[config.mk]
export PLATFORM = sky130hd
export DESIGN_NAME = rtg_video_top
export DESIGN_NICKNAME = d
export VERILOG_FILES = /design/src/design/rtg_video_pkg.sv /design/src/design/rtg_fetch_pkg.sv /design/src/design/rtg_line_timer.sv /design/src/design/rtg_pixel_timer.sv /design/src/design/rtg_fetch_fsm.sv /design/src/design/rtg_pixel_out.sv /design/src/design/rtg_video_top.sv
export SDC_FILE = /design/constraint.sdc
export NUM_CORES = 1
export LEC_CHECK = 0
export BUFFER_PORTS_ARGS = -buffer_cell sky130_fd_sc_hd__buf_2
export CAP_MARGIN = 20
export CORE_UTILIZATION = 40
export CTS_CLUSTER_DIAMETER = 150
export DETAILED_ROUTE_END_ITERATION = 8
export PLACE_DENSITY = 0.63
export RECOVER_POWER = 25
export SLEW_MARGIN = 20
export SYNTH_ARGS = -nofsm -noshare
export SYNTH_HDL_FRONTEND = slang
export SYNTH_HIERARCHICAL = 1
export SYNTH_SLANG_ARGS = --single-unit
export TNS_END_PERCENT = 30
[constraint.sdc]
create_clock -name clk_114 -period 3.6 [get_ports clk_114]
set_clock_uncertainty 0.05 [all_clocks]
set_input_delay 0.36 -clock clk_114 [delete_from_list [all_inputs] [get_ports clk_114]]
set_output_delay 0.36 -clock clk_114 [all_outputs]
set_load 0.05 [all_outputs]
[src/design/rtg_video_pkg.sv]
// Colour channel widths, channel type and OSD colour patterns for the RTG video output stage
package rtg_video_pkg;

  ////////////////////////////////////////////////////////////////////////////
  // Channel widths
  ////////////////////////////////////////////////////////////////////////////

  localparam int CHANNEL_W  = 8;                     // One colour channel
  localparam int OSD_PAT_W  = 2;                     // OSD bits on top of a channel
  localparam int OSD_KEEP_W = CHANNEL_W - OSD_PAT_W; // Video bits left under the OSD

  typedef logic [CHANNEL_W-1:0] channel_t;
  typedef logic [OSD_PAT_W-1:0] osd_pat_t;

  ////////////////////////////////////////////////////////////////////////////
  // OSD colours
  ////////////////////////////////////////////////////////////////////////////

  // Foreground is plain white
  localparam osd_pat_t OSD_FG_R = 2'b11;
  localparam osd_pat_t OSD_FG_G = 2'b11;
  localparam osd_pat_t OSD_FG_B = 2'b11;

  // Background tints the video toward yellow
  localparam osd_pat_t OSD_BG_R = 2'b11;
  localparam osd_pat_t OSD_BG_G = 2'b11;
  localparam osd_pat_t OSD_BG_B = 2'b10;

endpackage

[src/design/rtg_fetch_pkg.sv]
// Pixel word, divider and line-count widths plus state encodings for the RTG fetch path
package rtg_fetch_pkg;

  ////////////////////////////////////////////////////////////////////////////
  // Widths
  ////////////////////////////////////////////////////////////////////////////

  localparam int PIXEL_W = 16; // Hi-colour word from the frame store
  localparam int DIV_W   = 4;  // Clocks per fetch, minus one
  localparam int LINE_W  = 7;  // Extra vertical-blank lines

  typedef logic [PIXEL_W-1:0] pixel_word_t;
  typedef logic [DIV_W-1:0]   pixel_div_t;
  typedef logic [LINE_W-1:0]  vb_line_t;

  ////////////////////////////////////////////////////////////////////////////
  // State machines
  ////////////////////////////////////////////////////////////////////////////

  // Four-phase frame-store handshake
  typedef enum logic [1:0] {
    FETCH_IDLE    = 2'd0, // Waiting for a fetch strobe
    FETCH_REQ     = 2'd1, // Request out, waiting for ack
    FETCH_RELEASE = 2'd2  // Request dropped, waiting for ack low
  } fetch_state_t;

  // Vertical blank extension
  typedef enum logic {
    VB_ACTIVE = 1'b0,
    VB_EXTEND = 1'b1
  } vblank_state_t;

endpackage

[src/design/rtg_line_timer.sv]
// Extends the chipset vertical blank by a programmed number of lines and forms the RTG blank
`timescale 1ns/1ps

module rtg_line_timer (
  input  logic                   clk_114,
  input  logic                   arst_n,
  input  logic                   hsync,
  input  logic                   hblank,
  input  logic                   vblank,
  input  rtg_fetch_pkg::vb_line_t vb_end,
  output logic                   rtg_blank
);

  rtg_fetch_pkg::vblank_state_t vb_state;
  rtg_fetch_pkg::vb_line_t      line_cnt; // Lines seen since vblank
  logic                         hsync_d;
  logic                         hsync_rise;

  assign hsync_rise = hsync & ~hsync_d;

  ////////////////////////////////////////////////////////////////////////////
  // Line counter
  ////////////////////////////////////////////////////////////////////////////

  // The OS leaves blank where the chipset ends it, so RTG keeps its own count
  always_ff @(posedge clk_114 or negedge arst_n) begin
    if (!arst_n) begin
      vb_state <= rtg_fetch_pkg::VB_ACTIVE;
      line_cnt <= '0;
      hsync_d  <= 1'b0;
    end else begin
      hsync_d <= hsync;
      if (vblank) begin
        vb_state <= rtg_fetch_pkg::VB_EXTEND; // Restart on every vblank cycle
        line_cnt <= '0;
      end else if (vb_state == rtg_fetch_pkg::VB_EXTEND) begin
        if (line_cnt == vb_end) begin
          vb_state <= rtg_fetch_pkg::VB_ACTIVE;
        end else if (hsync_rise) begin
          line_cnt <= line_cnt + 1'b1;
        end
      end
    end
  end

  ////////////////////////////////////////////////////////////////////////////
  // Combined blank
  ////////////////////////////////////////////////////////////////////////////

  // Single "not displaying" flag for the fetch timer and the output stage
  assign rtg_blank = (vb_state == rtg_fetch_pkg::VB_EXTEND) | hblank;

endmodule

[src/design/rtg_pixel_timer.sv]
// Divides clk_114 by the programmed pixel width and issues one fetch strobe per RTG pixel
`timescale 1ns/1ps

module rtg_pixel_timer (
  input  logic                     clk_114,
  input  logic                     arst_n,
  input  logic                     rtg_ena,
  input  logic                     rtg_blank,
  input  logic                     fetch_busy,
  input  rtg_fetch_pkg::pixel_div_t pixel_width,
  output logic                     fetch_strobe
);

  rtg_fetch_pkg::pixel_div_t pix_cnt; // Clocks into the current pixel
  logic                      count_en;

  // Freeze while a handshake is outstanding
  assign count_en = rtg_ena & ~rtg_blank & ~fetch_busy;

  // Last clock of the pixel
  assign fetch_strobe = count_en & (pix_cnt == pixel_width);

  ////////////////////////////////////////////////////////////////////////////
  // Divider
  ////////////////////////////////////////////////////////////////////////////

  always_ff @(posedge clk_114 or negedge arst_n) begin
    if (!arst_n) begin
      pix_cnt <= '0;
    end else begin
      if (rtg_blank) begin
        pix_cnt <= '0; // Each line starts on a pixel boundary
      end else if (fetch_strobe) begin
        pix_cnt <= '0;
      end else if (count_en) begin
        pix_cnt <= pix_cnt + 1'b1;
      end
    end
  end

endmodule

[src/design/rtg_fetch_fsm.sv]
// Runs the four-phase req/ack handshake with the frame store and holds the fetched pixel word
`timescale 1ns/1ps

module rtg_fetch_fsm (
  input  logic                      clk_114,
  input  logic                      arst_n,
  input  logic                      fetch_strobe,
  input  logic                      pix_ack,
  input  rtg_fetch_pkg::pixel_word_t pix_data,
  output logic                      pix_req,
  output logic                      fetch_busy,
  output rtg_fetch_pkg::pixel_word_t word,
  output logic                      word_valid
);

  rtg_fetch_pkg::fetch_state_t state;
  rtg_fetch_pkg::fetch_state_t state_nxt;

  ////////////////////////////////////////////////////////////////////////////
  // Handshake FSM
  ////////////////////////////////////////////////////////////////////////////

  always_comb begin
    state_nxt = state;
    case (state)
      rtg_fetch_pkg::FETCH_IDLE: begin
        if (fetch_strobe) begin
          state_nxt = rtg_fetch_pkg::FETCH_REQ;
        end
      end
      rtg_fetch_pkg::FETCH_REQ: begin
        if (pix_ack) begin
          state_nxt = rtg_fetch_pkg::FETCH_RELEASE; // Word taken this cycle
        end
      end
      rtg_fetch_pkg::FETCH_RELEASE: begin
        if (!pix_ack) begin
          state_nxt = rtg_fetch_pkg::FETCH_IDLE;
        end
      end
      default: state_nxt = rtg_fetch_pkg::FETCH_IDLE;
    endcase
  end

  always_ff @(posedge clk_114 or negedge arst_n) begin
    if (!arst_n) begin
      state <= rtg_fetch_pkg::FETCH_IDLE;
    end else begin
      state <= state_nxt;
    end
  end

  // Capture on the first cycle that sees the ack
  always_ff @(posedge clk_114) begin
    if (state == rtg_fetch_pkg::FETCH_REQ && pix_ack) begin
      word <= pix_data;
    end
  end

  ////////////////////////////////////////////////////////////////////////////
  // Outputs
  ////////////////////////////////////////////////////////////////////////////

  assign pix_req    = (state == rtg_fetch_pkg::FETCH_REQ); // Straight from the state register
  assign fetch_busy = (state != rtg_fetch_pkg::FETCH_IDLE);

  // Handshake closed, word ready for display
  assign word_valid = (state == rtg_fetch_pkg::FETCH_RELEASE) & ~pix_ack;

endmodule

[src/design/rtg_pixel_out.sv]
// Unpacks hi-colour words, selects RTG or native video, overlays the OSD and registers the output
`timescale 1ns/1ps

module rtg_pixel_out (
  input  logic                      clk_114,
  input  logic                      arst_n,
  input  logic                      rtg_ena,
  input  logic                      mode_16bit,
  input  logic                      rtg_blank,
  input  rtg_fetch_pkg::pixel_word_t word,
  input  logic                      word_valid,
  input  rtg_video_pkg::channel_t   native_red,
  input  rtg_video_pkg::channel_t   native_green,
  input  rtg_video_pkg::channel_t   native_blue,
  input  logic                      native_blank,
  input  logic                      osd_window,
  input  logic                      osd_pixel,
  output rtg_video_pkg::channel_t   red,
  output rtg_video_pkg::channel_t   green,
  output rtg_video_pkg::channel_t   blue,
  output logic                      de,
  output logic                      pixel_strobe
);

  rtg_video_pkg::channel_t rtg_red, rtg_green, rtg_blue;
  rtg_video_pkg::channel_t mix_red, mix_green, mix_blue;
  logic                    rtg_sel;

  // OSD pattern on top, video shifted down under it
  function automatic rtg_video_pkg::channel_t osd_mix(input rtg_video_pkg::channel_t c,
                                                      input rtg_video_pkg::osd_pat_t pat);
    osd_mix = {pat, c[rtg_video_pkg::CHANNEL_W-1 -: rtg_video_pkg::OSD_KEEP_W]};
  endfunction

  ////////////////////////////////////////////////////////////////////////////
  // Hi-colour unpack
  ////////////////////////////////////////////////////////////////////////////

  // Low bits filled from each field's own MSBs so full scale reaches 8'hff
  assign rtg_red   = mode_16bit ? {word[15:11], word[15:13]} : {word[14:10], word[14:12]};
  assign rtg_green = mode_16bit ? {word[10:5], word[10:9]} : {word[9:5], word[9:7]};
  assign rtg_blue  = {word[4:0], word[4:2]}; // Same in both modes

  // RTG or chipset video
  assign rtg_sel   = rtg_ena & ~rtg_blank;
  assign mix_red   = rtg_sel ? rtg_red : native_red;
  assign mix_green = rtg_sel ? rtg_green : native_green;
  assign mix_blue  = rtg_sel ? rtg_blue : native_blue;

  ////////////////////////////////////////////////////////////////////////////
  // Output registers
  ////////////////////////////////////////////////////////////////////////////

  always_ff @(posedge clk_114 or negedge arst_n) begin
    if (!arst_n) begin
      red          <= '0;
      green        <= '0;
      blue         <= '0;
      de           <= 1'b0;
      pixel_strobe <= 1'b0;
    end else begin
      if (osd_window) begin
        red   <= osd_mix(mix_red, osd_pixel ? rtg_video_pkg::OSD_FG_R : rtg_video_pkg::OSD_BG_R);
        green <= osd_mix(mix_green, osd_pixel ? rtg_video_pkg::OSD_FG_G : rtg_video_pkg::OSD_BG_G);
        blue  <= osd_mix(mix_blue, osd_pixel ? rtg_video_pkg::OSD_FG_B : rtg_video_pkg::OSD_BG_B);
      end else begin
        red   <= mix_red;
        green <= mix_green;
        blue  <= mix_blue;
      end
      de           <= rtg_ena ? ~rtg_blank : ~native_blank;
      pixel_strobe <= word_valid; // Lines up with the registered colour
    end
  end

endmodule

[src/design/rtg_video_top.sv]
// RTG display path top level joining the line timer, pixel timer, fetch FSM and output stage
`timescale 1ns/1ps

module rtg_video_top (
  input  logic                      clk_114,
  input  logic                      arst_n,
  input  logic                      rtg_ena,
  input  logic                      mode_16bit,
  input  rtg_fetch_pkg::pixel_div_t  pixel_width,
  input  rtg_fetch_pkg::vb_line_t    vb_end,
  input  logic                      hsync,       // Chipset timing
  input  logic                      hblank,
  input  logic                      vblank,
  input  rtg_video_pkg::channel_t   native_red,  // Chipset video
  input  rtg_video_pkg::channel_t   native_green,
  input  rtg_video_pkg::channel_t   native_blue,
  input  logic                      native_blank,
  input  logic                      osd_window,
  input  logic                      osd_pixel,
  input  logic                      pix_ack,     // Frame store
  input  rtg_fetch_pkg::pixel_word_t pix_data,
  output logic                      pix_req,
  output rtg_video_pkg::channel_t   red,
  output rtg_video_pkg::channel_t   green,
  output rtg_video_pkg::channel_t   blue,
  output logic                      de,
  output logic                      pixel_strobe
);

  logic                       rtg_blank;
  logic                       fetch_strobe;
  logic                       fetch_busy; // Back-pressure into the divider
  rtg_fetch_pkg::pixel_word_t word;
  logic                       word_valid;

  rtg_line_timer u_line_timer (
    .clk_114 (clk_114), .arst_n (arst_n), .hsync (hsync), .hblank (hblank),
    .vblank (vblank), .vb_end (vb_end), .rtg_blank (rtg_blank)
  );

  rtg_pixel_timer u_pixel_timer (
    .clk_114 (clk_114), .arst_n (arst_n), .rtg_ena (rtg_ena), .rtg_blank (rtg_blank),
    .fetch_busy (fetch_busy), .pixel_width (pixel_width), .fetch_strobe (fetch_strobe)
  );

  rtg_fetch_fsm u_fetch_fsm (
    .clk_114 (clk_114), .arst_n (arst_n), .fetch_strobe (fetch_strobe),
    .pix_ack (pix_ack), .pix_data (pix_data), .pix_req (pix_req),
    .fetch_busy (fetch_busy), .word (word), .word_valid (word_valid)
  );

  rtg_pixel_out u_pixel_out (
    .clk_114 (clk_114), .arst_n (arst_n), .rtg_ena (rtg_ena), .mode_16bit (mode_16bit),
    .rtg_blank (rtg_blank), .word (word), .word_valid (word_valid),
    .native_red (native_red), .native_green (native_green), .native_blue (native_blue),
    .native_blank (native_blank), .osd_window (osd_window), .osd_pixel (osd_pixel),
    .red (red), .green (green), .blue (blue), .de (de), .pixel_strobe (pixel_strobe)
  );

endmodule

==> flow_summary_export.csv, run 1 <==
group,metric,value,unit
clock_tree,cts_tree,"done",
sta,finalCritPeriodShare,0.547,
sta,final_hold_viol_count,0,
place,hpwl,4470,µm
die,initial_core_util,0.423,
sta,setup_tns,0,ns
worst_hold_path,hp-start,"hsync",
power,p_per_area,425,nW/µm²
worst_setup_path,r2r_start,"u_line_timer/vb_state$_DFF_PN0_",
worst_setup_path,r2r_end,"u_pixel_out/red[0]$_DFF_PN0_",
final_layout,post-route-util,0.524,
sta,period_needed,1.97,ns
detailed_routing,dr.pass1.iters,8,
worst_hold_path,holdCritPathClass,"input pin to flop",
synthesis,syn_area,2750,µm²
worst_setup_path,cp_slowest_cell,"clkbuf_1",
worst_hold_path,hold_end,"u_line_timer/hsync_d$_DFF_PN0_",
clock_tree,clk_latency,0.33,ns
final_layout,nets,383,
detailed_routing,num_vias,2086,
synthesis,postSynth.asyncResetShare,0.719,
job,maxCapViolCount,1,
detailed_routing,drt_iter0_markers,144,
global_routing,grtUsageTotal,0.177,
worst_setup_path,cp_slowest_stage_delay,1.52,ns
worst_setup_path,critPathLaunchType,"input pin",
clock_tree,htree_levels,3,
sta,fmax,0.508,GHz
die,dieArea,7200,µm²
clock_tree,cts_buffer_depth,2,
clock_tree,cts_setup_buffers,0,
global_routing,gr-total-overflow,0,
place,port_buffers,88,
final_layout,antenna_cells,0,
sta,final_max_slew_viol_count,42,
synthesis,netlist_top_cells_area,"dfrtp_1 (37%), edfxtp_1 (17%), nor2b_1 (4.3%), o32ai_1 (3.8%), a211oi_1 (3.6%)",
place,dp.cells,385,
die,die_y,84.9,µm
synthesis,ys_ff_latch,57,
synthesis,synth_edf_count,16,
sta,worst_pin_slew,2.18,ns
detailed_routing,remaining_drc_errors,4,
global_routing,antenna_found_initial,0,
clock_tree,cts_resized,0,
final_layout,final_area,3400,µm²
worst_setup_path,worst_setup_path_end_kind,"asynchronous set/reset pin",
synthesis,synth_fp_nets,295,
worst_setup_path,crit_buf_inv,1,
power,p_leak,0.00152,µW
status,status,"finished, violations left",
clock_tree,clkSlewWorstSetupHoldPaths,0.06,ns
die,ios,89,
synthesis,yosys.area.top_type_share,0.374,
worst_setup_path,crit_fanout,41,
synthesis,synth_top_area_cell,"dfrtp_1",
worst_setup_path,crit_arrival,1.91,ns
worst_setup_path,rrSetupSlack,1.67,ns
die,die_w,84.9,µm
detailed_routing,drtAntennaViolNets,0,
synthesis,ys.flop_type,"dfrtp_1",
synthesis,synth_warnings,6,
worst_setup_path,path_cells,"clkbuf_1",
synthesis,syn_inst,231,
final_layout,instances_no_fill,401,
detailed_routing,wl_per_cell,14.9,µm
clock_tree,cts_buffers,9,
clock_tree,root_buffer,"clkbuf_8",
clock_tree,ctsHoldBuffers,0,
synthesis,ys_seq_area_frac,0.549,
sta,slew_headroom,-0.451,
clock_tree,cts_sinks,57,
global_routing,grt_pass1_wl,9610,µm
synthesis,avgSynthCellArea,11.9,µm²
synthesis,ys_top_cells_by_count,"dfrtp_1 (41), nor2b_1 (19), o21ai_0 (19)",
die,core_region_area,6490,µm²
global_routing,grt_pass1_vias,2023,
sta,rsz0062_at_grt,"no",
sta,finalSetupViolCount,0,
worst_hold_path,min_delay_path_depth,1,
worst_setup_path,crit_type,"input pin to asynchronous set/reset pin",
sta,fin_hold_ws,0.100,ns
final_layout,area_growth_syn_to_layout,23.9,%
final_layout,final_layout_size_suffix_gt1_frac,0.364,
place,place_area,3220,µm²
die,rows,29,
synthesis,yosysMostFrequentCell,"dfrtp_1",
global_routing,grt_max_degree,42,
worst_setup_path,critical-path-top-delay-family,"buffers and inverters",
final_layout,fillers,622,
status,violations,"DRC, capacitance limit, slew limit",
detailed_routing,vias_per_cell,5.20,
synthesis,synth_cell_type_count,44,
place,gp_congestion,0.785,
worst_setup_path,rr_worst_depth,4,
power,irDropWorstVdd,0.232,mV
detailed_routing,wl,5960,µm
worst_setup_path,crit_required,3.54,ns
cells by family (layout without fill, tap and decap cells):
kind of cell / after synthesis / after routing / share of synthesized area
buf+inv: 12 / 105 / 0.0246
simple gates: 75 / 75 / 0.159
mux: 17 / 17 / 0.0843
xor+xnor: 11 / 11 / 0.0351
flops: 57 / 57 / 0.549
fa+ha+maj: 2 / 2 / 0.00911
compound gates: 57 / 57 / 0.139
per-stage QoR:
step	setup WS, ns	power, µW
after detailed placement	1.64	918
after global placement	1.69	917
after CTS	1.66	1470
final	1.63	1450
after floorplan	1.76	839
after global routing	1.12	1510
power breakdown:
group	internal [µW]	switching [µW]	total, µW	leakage [µW]
Sequential	688	9.17	697	0.000649
Combinational	64.3	142	207	0.000771
Clock	303	238	541	0.0000992
Total	1060	390	1450	0.00152
worst max-delay path by stage:
stage,startpoint,to,slack (ns),depth (start not counted)
2_1_floorplan,u_fetch_fsm/state[0]$_DFFE_PN0P_,u_fetch_fsm/word[0]$_DFFE_PP_,1.76,2
3_3_place_gp,hblank,u_pixel_out/red[2]$_DFF_PN0_,1.69,5
3_5_place_dp,hblank,u_pixel_out/red[0]$_DFF_PN0_,1.64,5
4_1_cts,u_line_timer/vb_state$_DFF_PN0_,u_pixel_out/red[0]$_DFF_PN0_,1.66,4
5_1_grt,arst_n,u_pixel_out/green[5]$_DFF_PN0_,1.12,1
6_report,arst_n,u_pixel_out/blue[4]$_DFF_PN0_,1.63,1
final cells by class:
cell class	instances	area (µm²)	area share
multi-input cells	162	1170	0.345
well taps	77	96.3	0.0283
repair buffers	88	439	0.129
clock inverters	3	15.0	0.00441
clock buffers	13	169	0.0497
inverters	1	3.75	0.00110
flip-flops and latches	57	1510	0.443
cell usage in the layout, fill, tap and decap left out, types with 3 or more instances in the layout:
master / instances
nor2_1: 18
nor2b_1: 19
a21oi_1: 8
clkinv_2: 3
clkbuf_8: 12
mux4_2: 4
a211oi_1: 13
mux2i_1: 7
nand2_1: 10
buf_2: 87
xnor2_1: 4
dfrtp_1: 41
nand2b_1: 5
mux2_2: 3
edfxtp_1: 16
xor2_1: 7
o21ai_0: 19
nand3_1: 6
o32ai_1: 12
sequential cells by signal, indices dropped and copies added (netlist names):
register                  flops
u_fetch_fsm/state             2
u_fetch_fsm/word             16
u_line_timer/hsync_d          1
u_line_timer/line_cnt         7
u_line_timer/vb_state         1
u_pixel_out/blue              8
u_pixel_out/de                1
u_pixel_out/green             8
u_pixel_out/pixel_strobe      1
u_pixel_out/red               8
u_pixel_timer/pix_cnt         4
routing by layer:
metal / track usage / share of wire / up-vias
li1: - / - / 1028
met1: 0.234 / 0.48 / 981
met2: 0.268 / 0.45 / 65
met3: 0.0428 / 0.047 / 12
met4: 0.105 / 0.022 / 0
met5: 0 / 0 / -
No activity file was read; power rests on OpenSTA's default activity.
==> inputs of run 2 (changes only) <==
PLACE_DENSITY = 0.66   (was 0.63)
clock period = 1.7 ns   (was 3.6 ns; I/O delays follow)
==> flow_summary_export.csv, run 2 (synthesis results as in run 1) <==
group,metric,value,unit
worst_hold_path,min_delay_path_depth,2,
global_routing,grt_pass1_wl,10100,µm
place,port_buffers,88,
job,maxCapViolCount,0,
detailed_routing,num_vias,2222,
place,pre_cts_slack,-0.0175,ns
global_routing,grt_pass1_vias,2147,
final_layout,area_growth_syn_to_layout,36.7,%
global_routing,gr-total-overflow,0,
worst_setup_path,rrSetupSlack,0.03,ns
power,p_per_area,797,nW/µm²
place,dp.cells,401,
final_layout,layout_common_cells,"buf_2 (86), dfrtp_1 (41), dlygate4sd3_1 (20)",
place,hpwl,4700,µm
worst_setup_path,critPathLaunchType,"flop",
die,rows,29,
clock_tree,clk_latency,0.33,ns
final_layout,fillers,555,
worst_setup_path,crit_arrival,1.81,ns
worst_setup_path,r2r_start,"u_line_timer/vb_state$_DFF_PN0_",
worst_setup_path,r2r_end,"u_pixel_out/red[0]$_DFF_PN0_",
clock_tree,cts_buffers,9,
final_layout,multi_input_area,1200,µm²
sta,rsz0062_at_grt,"yes",
final_layout,final_area,3750,µm²
final_layout,largest_reg_flops,16,
worst_hold_path,holdCritPathClass,"input pin to flop",
worst_setup_path,crit_required,1.84,ns
die,die_w,84.9,µm
die,die_y,84.9,µm
worst_setup_path,path_cells,"or2_2 -> and2b_1 -> buf_12 -> nor2_1 -> o32ai_1",
sta,setup_tns,0,ns
die,initial_core_util,0.423,
global_routing,grt_max_degree,24,
final_layout,nets,419,
worst_hold_path,hold_end,"u_fetch_fsm/state[1]$_DFFE_PN0P_",
power,power.total,2990,µW
sta,period_needed,1.67,ns
worst_setup_path,cp_slowest_cell,"dfrtp_1",
final_layout,final_common_cell,"buf_2",
detailed_routing,remaining_drc_errors,4,
clock_tree,htree_levels,3,
power,p_leak,0.00168,µW
clock_tree,cts_buffer_depth,2,
clock_tree,clkSlewWorstSetupHoldPaths,0.06,ns
sta,final_max_slew_viol_count,0,
place,gp_congestion,0.882,
worst_setup_path,worst_setup_path_end_kind,"flop",
final_layout,instances_no_fill,437,
sta,worst_pin_slew,1.19,ns
die,core_region_area,6490,µm²
detailed_routing,drtAntennaViolNets,0,
clock_tree,root_buffer,"clkbuf_8",
worst_setup_path,crit_type,"flop to flop",
final_layout,regMostFlops,"u_fetch_fsm/word",
worst_hold_path,hp-start,"pix_ack",
sta,final_hold_viol_count,0,
final_layout,antenna_cells,0,
clock_tree,cts_tree,"done",
power,irDropWorstVdd,0.529,mV
clock_tree,cts_setup_buffers,0,
clock_tree,cts_sinks,57,
status,status,"finished, violations left",
die,ios,89,
detailed_routing,drt_iter0_markers,116,
final_layout,final_layout_size_suffix_gt1_frac,0.392,
final_layout,regArea,1510,µm²
detailed_routing,dr.pass1.iters,8,
detailed_routing,wl_per_cell,14.2,µm
worst_setup_path,cp_slowest_stage_delay,0.37,ns
sta,fmax,0.599,GHz
detailed_routing,vias_per_cell,5.08,
sta,slew_headroom,0.209,
detailed_routing,wl,6220,µm
status,violations,"DRC",
place,place_area,3370,µm²
die,dieArea,7200,µm²
sta,worst_slack,0.0317,ns
global_routing,antenna_found_initial,0,
global_routing,grtUsageTotal,0.184,
sta,finalSetupViolCount,0,
sta,finalCritPeriodShare,0.981,
worst_setup_path,rr_worst_depth,5,
worst_setup_path,crit_fanout,21,
==> run 2: through the flow <==
stage	utilization	hold WS (ns)
6_report	0.578	0.0435
2_1_floorplan	-	-0.176
5_1_grt	0.578	0.0324
3_3_place_gp	0.518	0.111
4_1_cts	0.574	0.0255
3_5_place_dp	0.518	0.116
==> run 2: worst max path at each step <==
stage	slack, ns	from	cells past startpoint	end
2_1_floorplan	0.02	u_fetch_fsm/state[0]$_DFFE_PN0P_	2	u_fetch_fsm/word[0]$_DFFE_PP_
3_3_place_gp	0.06	u_line_timer/vb_state$_DFF_PN0_	5	u_pixel_out/green[1]$_DFF_PN0_
3_5_place_dp	-0.02	u_line_timer/vb_state$_DFF_PN0_	5	u_pixel_out/green[5]$_DFF_PN0_
4_1_cts	-0.02	u_line_timer/vb_state$_DFF_PN0_	5	u_pixel_out/green[5]$_DFF_PN0_
5_1_grt	-0.03	u_line_timer/vb_state$_DFF_PN0_	5	u_pixel_out/green[1]$_DFF_PN0_
6_report	0.03	u_line_timer/vb_state$_DFF_PN0_	5	u_pixel_out/red[0]$_DFF_PN0_
==> run 2: where the power goes <==
| part | switching, µW | leakage, µW | internal, µW |
|---|---|---|---|
| combinational | 315 | 0.000946 | 179 |
| sequential | 17.2 | 0.000649 | 1460 |
| clock | 512 | 0.0000883 | 511 |
| total | 845 | 0.00168 | 2150 |
==> run 2: critical path, delay by kind of cell, from the launching register on <==
kind | cells | cell delay (ns)
AO/OA/AOI/OAI | 1 | 0.33
flip-flops | 1 | 0.37
buffers and inverters | 1 | 0.15
AND/OR/NAND/NOR | 3 | 0.62
==> run 2: routing by layer <==
layer	up-vias	global-route usage	wire length, µm
met5	-	0	0
met4	0	0.0924	110
met3	9	0.0418	294
met2	73	0.273	2840
met1	1034	0.257	2980
li1	1106	-	-
==> run 2: repair_timing <==
action,in CTS,in global routing
setup endpoints to repair,2,12
endpoints found under the hold margin,39,0
hold buffers,20,0
resized for setup,0,6
==> run 2: final cells by class <==
| type | instances | share of cell area |
|---|---|---|
| Sequential cell | 57 | 0.401 |
| Multi-Input combinational cell | 162 | 0.321 |
| Timing Repair Buffer | 124 | 0.209 |
| Clock buffer | 9 | 0.0330 |
| Tap cell | 77 | 0.0257 |
| Clock inverter | 7 | 0.0100 |
| Inverter | 1 | 0.00100 |
